`src/source/image_pkg.sv`:
```
package image_pkg;

    // Pixel and colour widths
    localparam int colour_bits = 3;  // Stored colour index
    localparam int rgb_bits    = 12; // 4 bits each of red, green, blue

    // Wishbone host bus
    localparam int wb_adr_bits = 16; // Word address
    localparam int wb_dat_bits = 16;

    // Register map, word addresses
    localparam logic [wb_adr_bits-1:0] palette_base = 16'h1000; // Eight entries follow
    localparam logic [wb_adr_bits-1:0] ctrl_adr     = 16'h1010; // Bit 0 is run

    // Palette after reset
    // Index bit 2 gives full red, bit 1 full green, bit 0 full blue
    function automatic logic [rgb_bits-1:0] default_palette(
        input logic [colour_bits-1:0] idx
    );
        logic [3:0] red;
        logic [3:0] green;
        logic [3:0] blue;
        red   = {4{idx[2]}};
        green = {4{idx[1]}};
        blue  = {4{idx[0]}};
        return {red, green, blue}; // Red in the top nibble
    endfunction

endpackage
```
`src/source/palette_map.sv`:
```
module palette_map (
    input  logic                              clk,
    input  logic                              reset,
    input  logic                              run,
    // Colour index stream in
    input  logic                              col_valid,
    input  logic [image_pkg::colour_bits-1:0] col_index,
    input  logic                              col_sop,
    input  logic                              col_eop,
    output logic                              col_ready,
    // Host access to the palette
    input  logic                              pal_we,
    input  logic [image_pkg::colour_bits-1:0] pal_idx,
    input  logic [image_pkg::rgb_bits-1:0]    pal_wdata,
    output logic [image_pkg::rgb_bits-1:0]    pal_rdata,
    // RGB stream out
    output logic                              out_valid,
    output logic [image_pkg::rgb_bits-1:0]    out_data,
    output logic                              out_sop,
    output logic                              out_eop,
    input  logic                              out_ready
);
    import image_pkg::*;

    localparam int num_entries = 2**colour_bits;

    logic [rgb_bits-1:0] pal [num_entries];

    assign pal_rdata = pal[pal_idx];
    assign col_ready = !out_valid || out_ready; // Empty or draining this cycle

    // Palette, back to the default colours on reset
    always_ff @(posedge clk) begin
        if (reset) begin
            for (int i = 0; i < num_entries; i++) begin
                pal[i] <= default_palette(colour_bits'(i));
            end
        end else if (pal_we) begin
            pal[pal_idx] <= pal_wdata;
        end
    end

    // Output register stage
    always_ff @(posedge clk) begin
        if (reset || !run) begin
            out_valid <= 1'b0;      // Held beat dropped when stopped
        end else if (col_ready) begin
            out_valid <= col_valid;
        end
    end

    always_ff @(posedge clk) begin
        if (col_valid && col_ready) begin
            out_data <= pal[col_index]; // Look up colour
            out_sop  <= col_sop;
            out_eop  <= col_eop;
        end
    end

endmodule

```
`config.mk`:
```
export PLATFORM = sky130hd
export DESIGN_NAME = palette_map
export DESIGN_NICKNAME = d
export VERILOG_FILES = /design/src/source/image_pkg.sv /design/src/source/palette_map.sv
export SDC_FILE = /design/constraint.sdc
export NUM_CORES = 1
export LEC_CHECK = 0
export ABC_AREA = 1
export BUFFER_PORTS_ARGS = -buffer_cell sky130_fd_sc_hd__buf_2
export CAP_MARGIN = 20
export CORE_MARGIN = 5
export CORE_UTILIZATION = 50
export DETAILED_ROUTE_END_ITERATION = 10
export GPL_TIMING_DRIVEN = 1
export HOLD_SLACK_MARGIN = 0.05
export PLACE_DENSITY = 0.73
export RECOVER_POWER = 25
export SYNTH_ARGS = -nofsm -noshare
export SYNTH_HDL_FRONTEND = slang
export SYNTH_SLANG_ARGS = --single-unit
```
`constraint.sdc`:
```
create_clock -name clk -period 2.4 [get_ports clk]
set_clock_uncertainty 0.05 [all_clocks]
set_input_delay 0.48 -clock clk [delete_from_list [all_inputs] [get_ports clk]]
set_output_delay 0.48 -clock clk [all_outputs]
set_load 0.005 [all_outputs]
```
==> run metrics, run 1 <==
net count after synthesis=between 800 and 900; VDD IR max=393 uV; largest net degree at the start of global routing=33; root buffer cell=clkbuf_16; Hold WC Path Type=in -> reg; Diodes inserted=0; WP data required=~1.9 ns; cell count of the worst hold path=1; sequential fraction of the synthesis area=0.517; Post-Place Worst Slack=0.325 ns; max_cap viols=0; Ports=54; post-DR wirelength/cell=~17 um; DR vias/cell=5.12; CP Depth=9; Setup crit start kind=primary input; vias in the first global route=slightly above 5000; share of layout cells above drive strength 1=0.124; CTS Hold Buffers Added=0; initial antenna violation count=0; CP cell instances=clkbuf_1, buf_4, nand2_1, nand2_1, nand2_1, nand2_1, nand2_1, nand2_1, buf_2; gr ovfl total=0; final wirelength=roughly 18 mm; Die Area=15200 um^2; final hold viol count=0; # fillers=approximately 1200; fin nets=934; row cnt=slightly above 40; Crit-path slowest cell=buf_4; Crit Path Class=in -> out; Worst Slack Setup Final=0.252 ns; Critical Path Sink Type=output port; crit share post-route=0.895; cells after synthesis=between 800 and 900; reg2reg path depth=2; Layout area overhead=11.0%; Slew @ Worst Pin=between 0.9 and 1 ns; Largest delay share family, worst path=buffers and inverters; critical path peak fanout=28; Resize count post-CTS=0; Final Power=about 4.4 mW; initial drt markers=~470; Remaining DRCs=0; vias=5557; later-pin clock latency in the skew report=0.36 ns; footprint of the multi-input gates=2310 um^2; PortBufs=53; #FFs+latches synth=around 110; Power Dens Cells=611 nW/um^2; Max-Slew Margin vs Limit=0.336; H-tree levels=3; Die H=123 um; Buffers & Inverters on Critical Path=3; Clock transition at path regs=0.07 ns; global-route wire length before repair=28.2 mm; CTS Buf Count=9; FF/Latch Area=3320 um^2; mapped cell area=approximately 6400 um^2; outcome=finished, final reports clean; RSZ-0062 raised after global routing=false; Yosys warning total=0; fmax=466 MHz; Crit path top cell by count=nand2_1; Die W=about 120 um; Sink Count=111; core area=approximately 13000 um^2; Yosys cell types=23; Avg Cell Area, Syn=7.58 um^2; 1st-pass router iterations=5; initial core utilization=0.509; Fin Setup TNS=0 ns; Pleak=about 3.7 nW; # setup viols final=0; GRT Util Overall=0.252; slowest stage delay, CP=approximately 0.35 ns; DP HPWL=12.4 mm; worst-case clock buffer depth=2; Worst Path Arrival=1.62 ns; CTS tree=done; Post-CTS Setup Bufs=0; Placer Congestion=around 0.9; final slew viol count=0; Final ANT Viol Nets=0; fin crit period=around 2.1 ns
## through the flow
| step | area (um^2) | cells | hold WS [ns] | utilization |
|---|---|---|---|---|
| 2_1_floorplan | 6430 | 848 | 0.458 | - |
| 3_3_place_gp | 6960 | 1069 | 0.430 | 0.552 |
| 3_5_place_dp | 6960 | 1069 | 0.439 | 0.552 |
| 4_1_cts | 7220 | 1085 | 0.235 | 0.572 |
| 5_1_grt | 7130 | 1085 | 0.239 | 0.565 |
| 6_report | 7130 | 1085 | 0.245 | 0.565 |
## power breakdown
group	total [mW]	switching [mW]	internal [mW]	leakage (nW)
clock	1.36	0.670	0.689	0.122
sequential	2.33	0.0630	2.27	1.09
combinational	0.675	0.453	0.221	2.46
## cell usage in the layout (no fill, tap or decap)
master and n:
clkinv_2 1, clkbuf_16 9, nand3_1 52, nor2_1 45, dfxtp_1 1, nand4_4 1, clkinv_1 4, edfxtp_1 110
nand2_4 1, nand3_4 1, o21ai_1 1, buf_12 4, a21oi_1 2, inv_4 2, clkinvlp_4 1, buf_2 52
nor2_4 1, buf_4 27, nor2_2 9, nand4_1 4, inv_6 1, inv_2 3, inv_1 118, nand2_1 458
clkbuf_1 5
## area by class of cell
class / instances / area share
Inverter: 124 / 0.0666
Tap cell: 172 / 0.0302
Sequential cell: 111 / 0.466
Clock buffer: 10 / 0.0321
Multi-Input combinational cell: 575 / 0.323
Clock inverter: 6 / 0.00386
Timing Repair Buffer: 87 / 0.0782
## cells by family after synthesis
kind of cell	count (synthesis)	share of synthesized area
simple gates	572	0.368
buf+inv	162	0.113
flops	111	0.517
compound gates	3	0.00234
## flip-flops by register name (all words and copies together), names as in the netlist
name,flops
pal,96
out_data,12
out_sop,1
out_eop,1
out_valid,1
## final timing paths
kind	to	startpoint	slack [ns]
setup reg to reg	out_data[9]	out_valid	1.00
hold reg to reg	out_valid	out_valid	0.45
setup / recovery	pal_rdata[7]	pal_idx[0]	0.25
hold / removal	out_sop	col_sop	0.25
## Yosys cell counts, drive strengths merged
library cell  count  area (um^2)
buf              35          238
nor2             55          249
nand2           459         1730
edfxtp          110         3300
inv             124          475
clkbuf            3         11.3
o21ai             1         5.00
a21oi             2         10.0
nand3            53          308
nand4             5         76.3
dfxtp             1         20.0
## worst reg2reg max path, cell delays in order, from the launching register on
cell and delay [ns]:
dfxtp_1 0.32, a21oi_1 0.14, clkbuf_1 0.53
## layer usage
metal	routed length [um]	share of wire	track usage
met3	1790	0.099	0.0448
met2	8630	0.48	0.413
met5	0	0	0
met1	7300	0.40	0.337
met4	391	0.022	0.0893
(Power assumes the default switching activity.)
==> run 2: changes to the inputs <==
==> constraint.sdc (replaced) <==
create_clock -name clk -period 2.8 [get_ports clk]
set_clock_uncertainty 0.05 [all_clocks]
set_input_delay 0.56 -clock clk [delete_from_list [all_inputs] [get_ports clk]]
set_output_delay 0.56 -clock clk [all_outputs]
set_load 0.005 [all_outputs]
==> run 2 against run 1 <==
Critical path depth rose by 1. Via count fell by 1.4%. Clock-buffer cell count fell by 1. Register-to-register slack improved by 0.41 ns. Highest routed layer unchanged.
==> run metrics, run 2 (synthesis gave the netlist of run 1 again) <==
later-pin clock latency in the skew report=0.36 ns (about the same); Die W=123 um (unchanged); initial antenna violation count=0 (unchanged); Hold WC Path Type=in -> reg; Ports=54 (unchanged); Critical Path Sink Type=output port; final wirelength=18.2 mm (+0.70%); Post-CTS Setup Bufs=0 (unchanged); most common cell after layout, fill and taps aside=nand2_1; max_cap viols=0 (unchanged); Pleak=3.64 nW (-0.89%); Non-Filler Instances=1081 (-0.37%); initial drt markers=590 (+26%); PortBufs=53 (unchanged); post-DR wirelength/cell=16.9 um (+1.1%); crit share post-route=0.895; Power Dens Cells=543 nW/um^2 (-11%); RSZ-0062 raised after global routing=false; M2 GR Usage=0.396 (-0.0166); Max-Slew Margin vs Limit=0.451 (+0.115); fmax=about 400 MHz; Diodes inserted=0 (unchanged); worst-case clock buffer depth=2 (unchanged); most used routing layer=met2; final hold viol count=0 (unchanged); Sink Count=111 (unchanged); Clock transition at path regs=0.07 ns (about the same); CTS tree=done; core area=12600 um^2 (unchanged); Worst Path Arrival=1.89 ns (+0.27 ns); Die Area=15200 um^2 (unchanged); outcome=finished, final reports clean; max reg flops=96 (unchanged); Largest regs=pal (96), out_data (12); fin crit period=roughly 2.5 ns; Remaining DRCs=0 (unchanged); gr ovfl total=0 (unchanged); vias in the first global route=5084 (-2.1%); Layout area overhead=11.1% (about the same); largest net degree at the start of global routing=49 (+48%); Crit Path Class=in -> out; Resize count post-CTS=0 (unchanged); # setup viols final=0 (unchanged); routing usage on met3=0.0476 (+0.00274); most frequent cells in the layout=458 x nand2_1, 116 x inv_1, 110 x edfxtp_1, 52 x nand3_1, 44 x buf_2; critical path peak fanout=14 (-50%); Reg2Reg Setup Slack=1.41 ns (+0.41 ns); initial core utilization=0.509 (unchanged); root buffer cell=clkbuf_16; VDD IR max=269 uV (-31%); fin nets=930 (-0.43%); H-tree levels=3 (unchanged); final slew viol count=0 (unchanged); Final Power=3.87 mW (-11%); GRT Util Overall=0.251 (-0.00125); WP data required=2.19 ns (+0.32 ns); Slew @ Worst Pin=0.820 ns (-0.174 ns); Final ANT Viol Nets=0 (unchanged); Cells after DPL=1065 (-0.37%); Die H=123 um (unchanged); share of layout cells above drive strength 1=0.121 (-0.00276); Setup crit start kind=primary input; Fin Setup TNS=0 ns (unchanged); vias=5480 (-1.4%); Placer Congestion=0.856 (-3.6%); global-route wire length before repair=28.0 mm (-0.88%); 1st-pass router iterations=5 (unchanged); CTS Hold Buffers Added=0 (unchanged); DR vias/cell=5.07 (-1.0%); row cnt=41 (unchanged); CTS Buf Count=9 (unchanged); Largest Register=pal; DP HPWL=12.1 mm (-2.7%); met1 Track Usage GR=0.343 (+0.00617)
## run 2: cell types whose count changed in the layout (fill, tap and decap cells not counted), sizes merged
cell,previous run,this run
clkinvlp,1,3
bufinv,0,1
buf,83,72
clkinv,5,3
clkbuf,14,20
## run 2: cell type report
class	count	area (um^2)
multi-input combinational	575	2310
fill	1218	5480
tap	172	215
clock buffer	9	225
timing repair buffer	83	518
inverter	124	474
sequential	111	3320
clock inverter	7	71.3
## run 2: worst paths after layout
check	from	endpoint	cells after the start
setup / recovery	pal_idx[0]	pal_rdata[7]	10
hold / removal	col_sop	out_sop	1
setup reg to reg	out_valid	out_data[8]	2
hold reg to reg	out_valid	out_valid	2
## run 2: where the power goes
| part | switching [mW] | leakage (nW) | total (mW) | internal, mW |
|---|---|---|---|---|
| clock | 0.612 | 0.139 | 1.31 | 0.694 |
| sequential | 0.0534 | 1.09 | 1.99 | 1.94 |
| combinational | 0.389 | 2.41 | 0.573 | 0.184 |
| total | 1.05 | 3.64 | 3.87 | 2.82 |
## run 2: per-stage QoR
stage,hold slack [ns],area [um^2],utilization,setup WS [ns]
2_1_floorplan,0.458,6430,-,0.632
3_3_place_gp,0.431,6930,0.549,0.484
3_5_place_dp,0.437,6930,0.549,0.455
4_1_cts,0.323,7230,0.573,0.433
5_1_grt,0.316,7140,0.566,0.161
6_report,0.331,7140,0.566,0.295
## run 2: metal layers
metal	wire (um)	share of wire
met3	1900	0.10
met5	0	0
met1	7490	0.41
met4	456	0.025
met2	8390	0.46
## run 2: critical path: stages
cell        delay [ns]
buf_2             0.28
clkinvlp_2        0.28
buf_4             0.26
nand2_1           0.07
nand2_1           0.05
nand2_1           0.05
nand2_1           0.05
nand2_1           0.05
nand2_1           0.09
buf_2             0.14
==> run 3: changes to the inputs <==
--- a/config.mk
+++ b/config.mk
@@ -5,9 +5,9 @@
 export SDC_FILE = /design/constraint.sdc
 export NUM_CORES = 1
 export LEC_CHECK = 0
-export ABC_AREA = 1
 export BUFFER_PORTS_ARGS = -buffer_cell sky130_fd_sc_hd__buf_2
 export CAP_MARGIN = 20
+export CORE_ASPECT_RATIO = 0.8
 export CORE_MARGIN = 5
 export CORE_UTILIZATION = 50
 export DETAILED_ROUTE_END_ITERATION = 10
==> run 3 against run 2 <==
The flow now finishes with violations (max-capacitance violations, max-slew violations). Global-route usage fell by 4.2 points. Die area fell by 11%. First-iteration DRC count is 41% lower. Largest cell class unchanged. Largest power group unchanged.
==> run metrics, run 3 <==
Largest Register=pal; RR Endpoint=out_data[11]; Crit-path slowest cell=buf_2; Clock transition at path regs=0.06 ns (about the same); PortBufs=53 (unchanged); CTS Hold Buffers Added=0 (unchanged); Final ANT Viol Nets=0 (unchanged); Sink Count=111 (unchanged); initial core utilization=0.514 (+0.00503); H-tree levels=3 (unchanged); Die W=129 um (+4.4%); CP cell instances=buf_2, mux4_2, mux2_2, buf_2; CTS tree=done; Non-Filler Instances=555 (-49%); sequential fraction of the synthesis area=0.589 (+0.0716); share of layout cells above drive strength 1=0.358 (+0.237); Worst Path Arrival=1.92 ns (+0.03 ns); max_cap viols=1 (+1); critical path capture point=pal_rdata[11]; worst-case clock buffer depth=2 (unchanged); fmax=395 MHz (-1.2%); Reg2Reg Setup Slack=1.02 ns (-0.39 ns); RSZ-0062 raised after global routing=false; most common cell in the netlist=edfxtp_1; Avg Cell Area, Syn=16.1 um^2 (+110%); # setup viols final=0 (unchanged); Resize count post-CTS=0 (unchanged); most frequent cells in the layout=110 x edfxtp_1, 47 x and2_1, 44 x mux4_2, 44 x or3_1, 44 x buf_2; slowest stage delay, CP=0.52 ns (+0.24 ns); Worst Hold Slack=0.343 ns (+0.0119 ns); final wirelength=13.7 mm (-25%); Yosys cell types=27 (+17%); Die H=105 um (-15%); Power Dens Cells=566 nW/um^2 (+4.2%); WP data required=2.19 ns (about the same); 1st-pass router iterations=4 (-1); net count after synthesis=376 (-57%); gr ovfl total=0 (unchanged); Largest regs=pal (96), out_data (12); r2r startpoint=out_valid; outcome=finished, violations left; fin crit period=2.53 ns (+0.0297 ns); ys async rst share=0 (unchanged); Yosys warning total=0 (unchanged); Setup crit start kind=primary input; GRT Util Overall=0.208 (-0.0422); Fin Setup TNS=0 ns (unchanged); Post-CTS Setup Bufs=0 (unchanged); final slew viol count=25 (+25); later-pin clock latency in the skew report=0.35 ns (about the same); initial antenna violation count=0 (unchanged); Crit Path Class=in -> out; share of the synthesized area in the top cell type=0.585 (+0.0712); post-DR wirelength/cell=24.6 um (+46%); VDD IR max=451 uV (+67%); leading area contributor after synthesis=edfxtp_1; #FFs+latches synth=111 (unchanged); fin nets=432 (-54%); Slew @ Worst Pin=1.59 ns (+0.769 ns); # fillers=879 (-28%); Critical Path Sink Type=output port; row cnt=34 (-17%); Layout area overhead=12.5%; CTS Buf Count=9 (unchanged); Crit path top cell by count=buf_2; Final Power=3.59 mW (-7.3%); reg2reg path depth=3 (+1); Max-Slew Margin vs Limit=-0.0595 (-0.511); final hold viol count=0 (unchanged); most common cell after layout, fill and taps aside=edfxtp_1; Ports=54 (unchanged); crit share post-route=0.905 (+0.0106); Synth area leaders=edfxtp_1 59%, mux4_2 18%, and2_1 5.4%, or3_1 4.9%, mux2_2 4.0%; Diodes inserted=0 (unchanged); DP HPWL=8.79 mm (-27%); Post-synth EDFFs=110 (unchanged); vias in the first global route=3532 (-31%); DR vias/cell=6.07 (+20%); Pleak=2.17 nW (-40%); largest net degree at the start of global routing=40 (-18%); Placer Congestion=0.805 (-6.0%); critical path peak fanout=25 (+11); Hold WC Path Type=in -> reg; violated checks=max-capacitance violations, max-slew violations; commonest cells in the netlist=110 x edfxtp_1, 49 x and2_1, 44 x mux4_2, 44 x or3_1, 20 x mux2_2; max reg flops=96 (unchanged); Die Area=13500 um^2 (-11%); Primary FF master, synth=edfxtp_1; root buffer cell=clkbuf_16; vias=3371 (-38%); Cells after DPL=539 (-49%); initial drt markers=347 (-41%); core area=11000 um^2 (-13%); mapped cell area=5640 um^2 (-12%); cells after synthesis=350 (-59%); Remaining DRCs=0 (unchanged); worst setup path start=pal_idx[2]; global-route wire length before repair=20.6 mm (-26%)
-- run 3: cell count changes in the layout (fill, tap and decap cells not counted), moves of 20 or more --
cell     previous run  this run
mux4_2              0        44
nor2_1             42         3
or3_1               0        44
and2_1              0        47
inv_1             116         1
nand3_1            52         0
nand2_1           458         9
mux2_2              0        20
-- run 3: logic make-up (layout without fill, tap and decap cells) --
group / count (synthesis) / in the layout / share of synthesized area
AOI/OAI and AO/OA: 6 / 6 / 0.00842
and+or+nand+nor: 132 / 132 / 0.143
buffers and inverters: 29 / 90 / 0.0299
muxes: 72 / 72 / 0.230
DFF: 111 / 111 / 0.589
-- run 3: how the worst min path moves through the flow --
stage / slack (ns) / cells after the start / endpoint / from
final: 0.34 / 1 / out_eop / col_eop
after global routing: 0.33 / 1 / out_eop / col_eop
after CTS: 0.33 / 1 / out_eop / col_eop
after detailed placement: 0.46 / 2 / out_valid / out_valid
after global placement: 0.45 / 2 / out_valid / out_valid
after floorplan: 0.47 / 2 / out_valid / out_valid
-- run 3: routing by layer --
metal  global-route usage  wire length (um)
met3               0.0510              1350
met5                    0                 0
met1                0.293              5490
met2                0.324              6640
met4               0.0630               197
-- run 3: area by class of cell --
type,instances,area [um^2],area share
Clock inverter,6,27.5,0.00434
Multi-Input combinational cell,210,2150,0.339
Sequential cell,111,3320,0.524
Timing Repair Buffer,73,434,0.0684
Inverter,1,3.75,0.000591
Tap cell,144,180,0.0284
Clock buffer,10,229,0.0361
-- run 3: worst max-delay path: cells and delay by family --
kind,cells,cell delay [ns]
buf+inv,2,0.65
mux,2,0.69
-- run 3: power breakdown --
group | leakage [nW] | internal (mW) | switching [mW]
Sequential | 1.09 | 1.95 | 0.0540
Clock | 0.122 | 0.590 | 0.555
Combinational | 0.965 | 0.227 | 0.219
-- run 3: through the flow --
stage / cell area, um^2 / utilization / worst slack [ns]
after floorplan: 5640 / - / 0.585
after global placement: 6110 / 0.557 / 0.317
after detailed placement: 6110 / 0.557 / 0.256
after CTS: 6370 / 0.580 / 0.253
after global routing: 6350 / 0.578 / 0.215
final: 6350 / 0.578 / 0.265
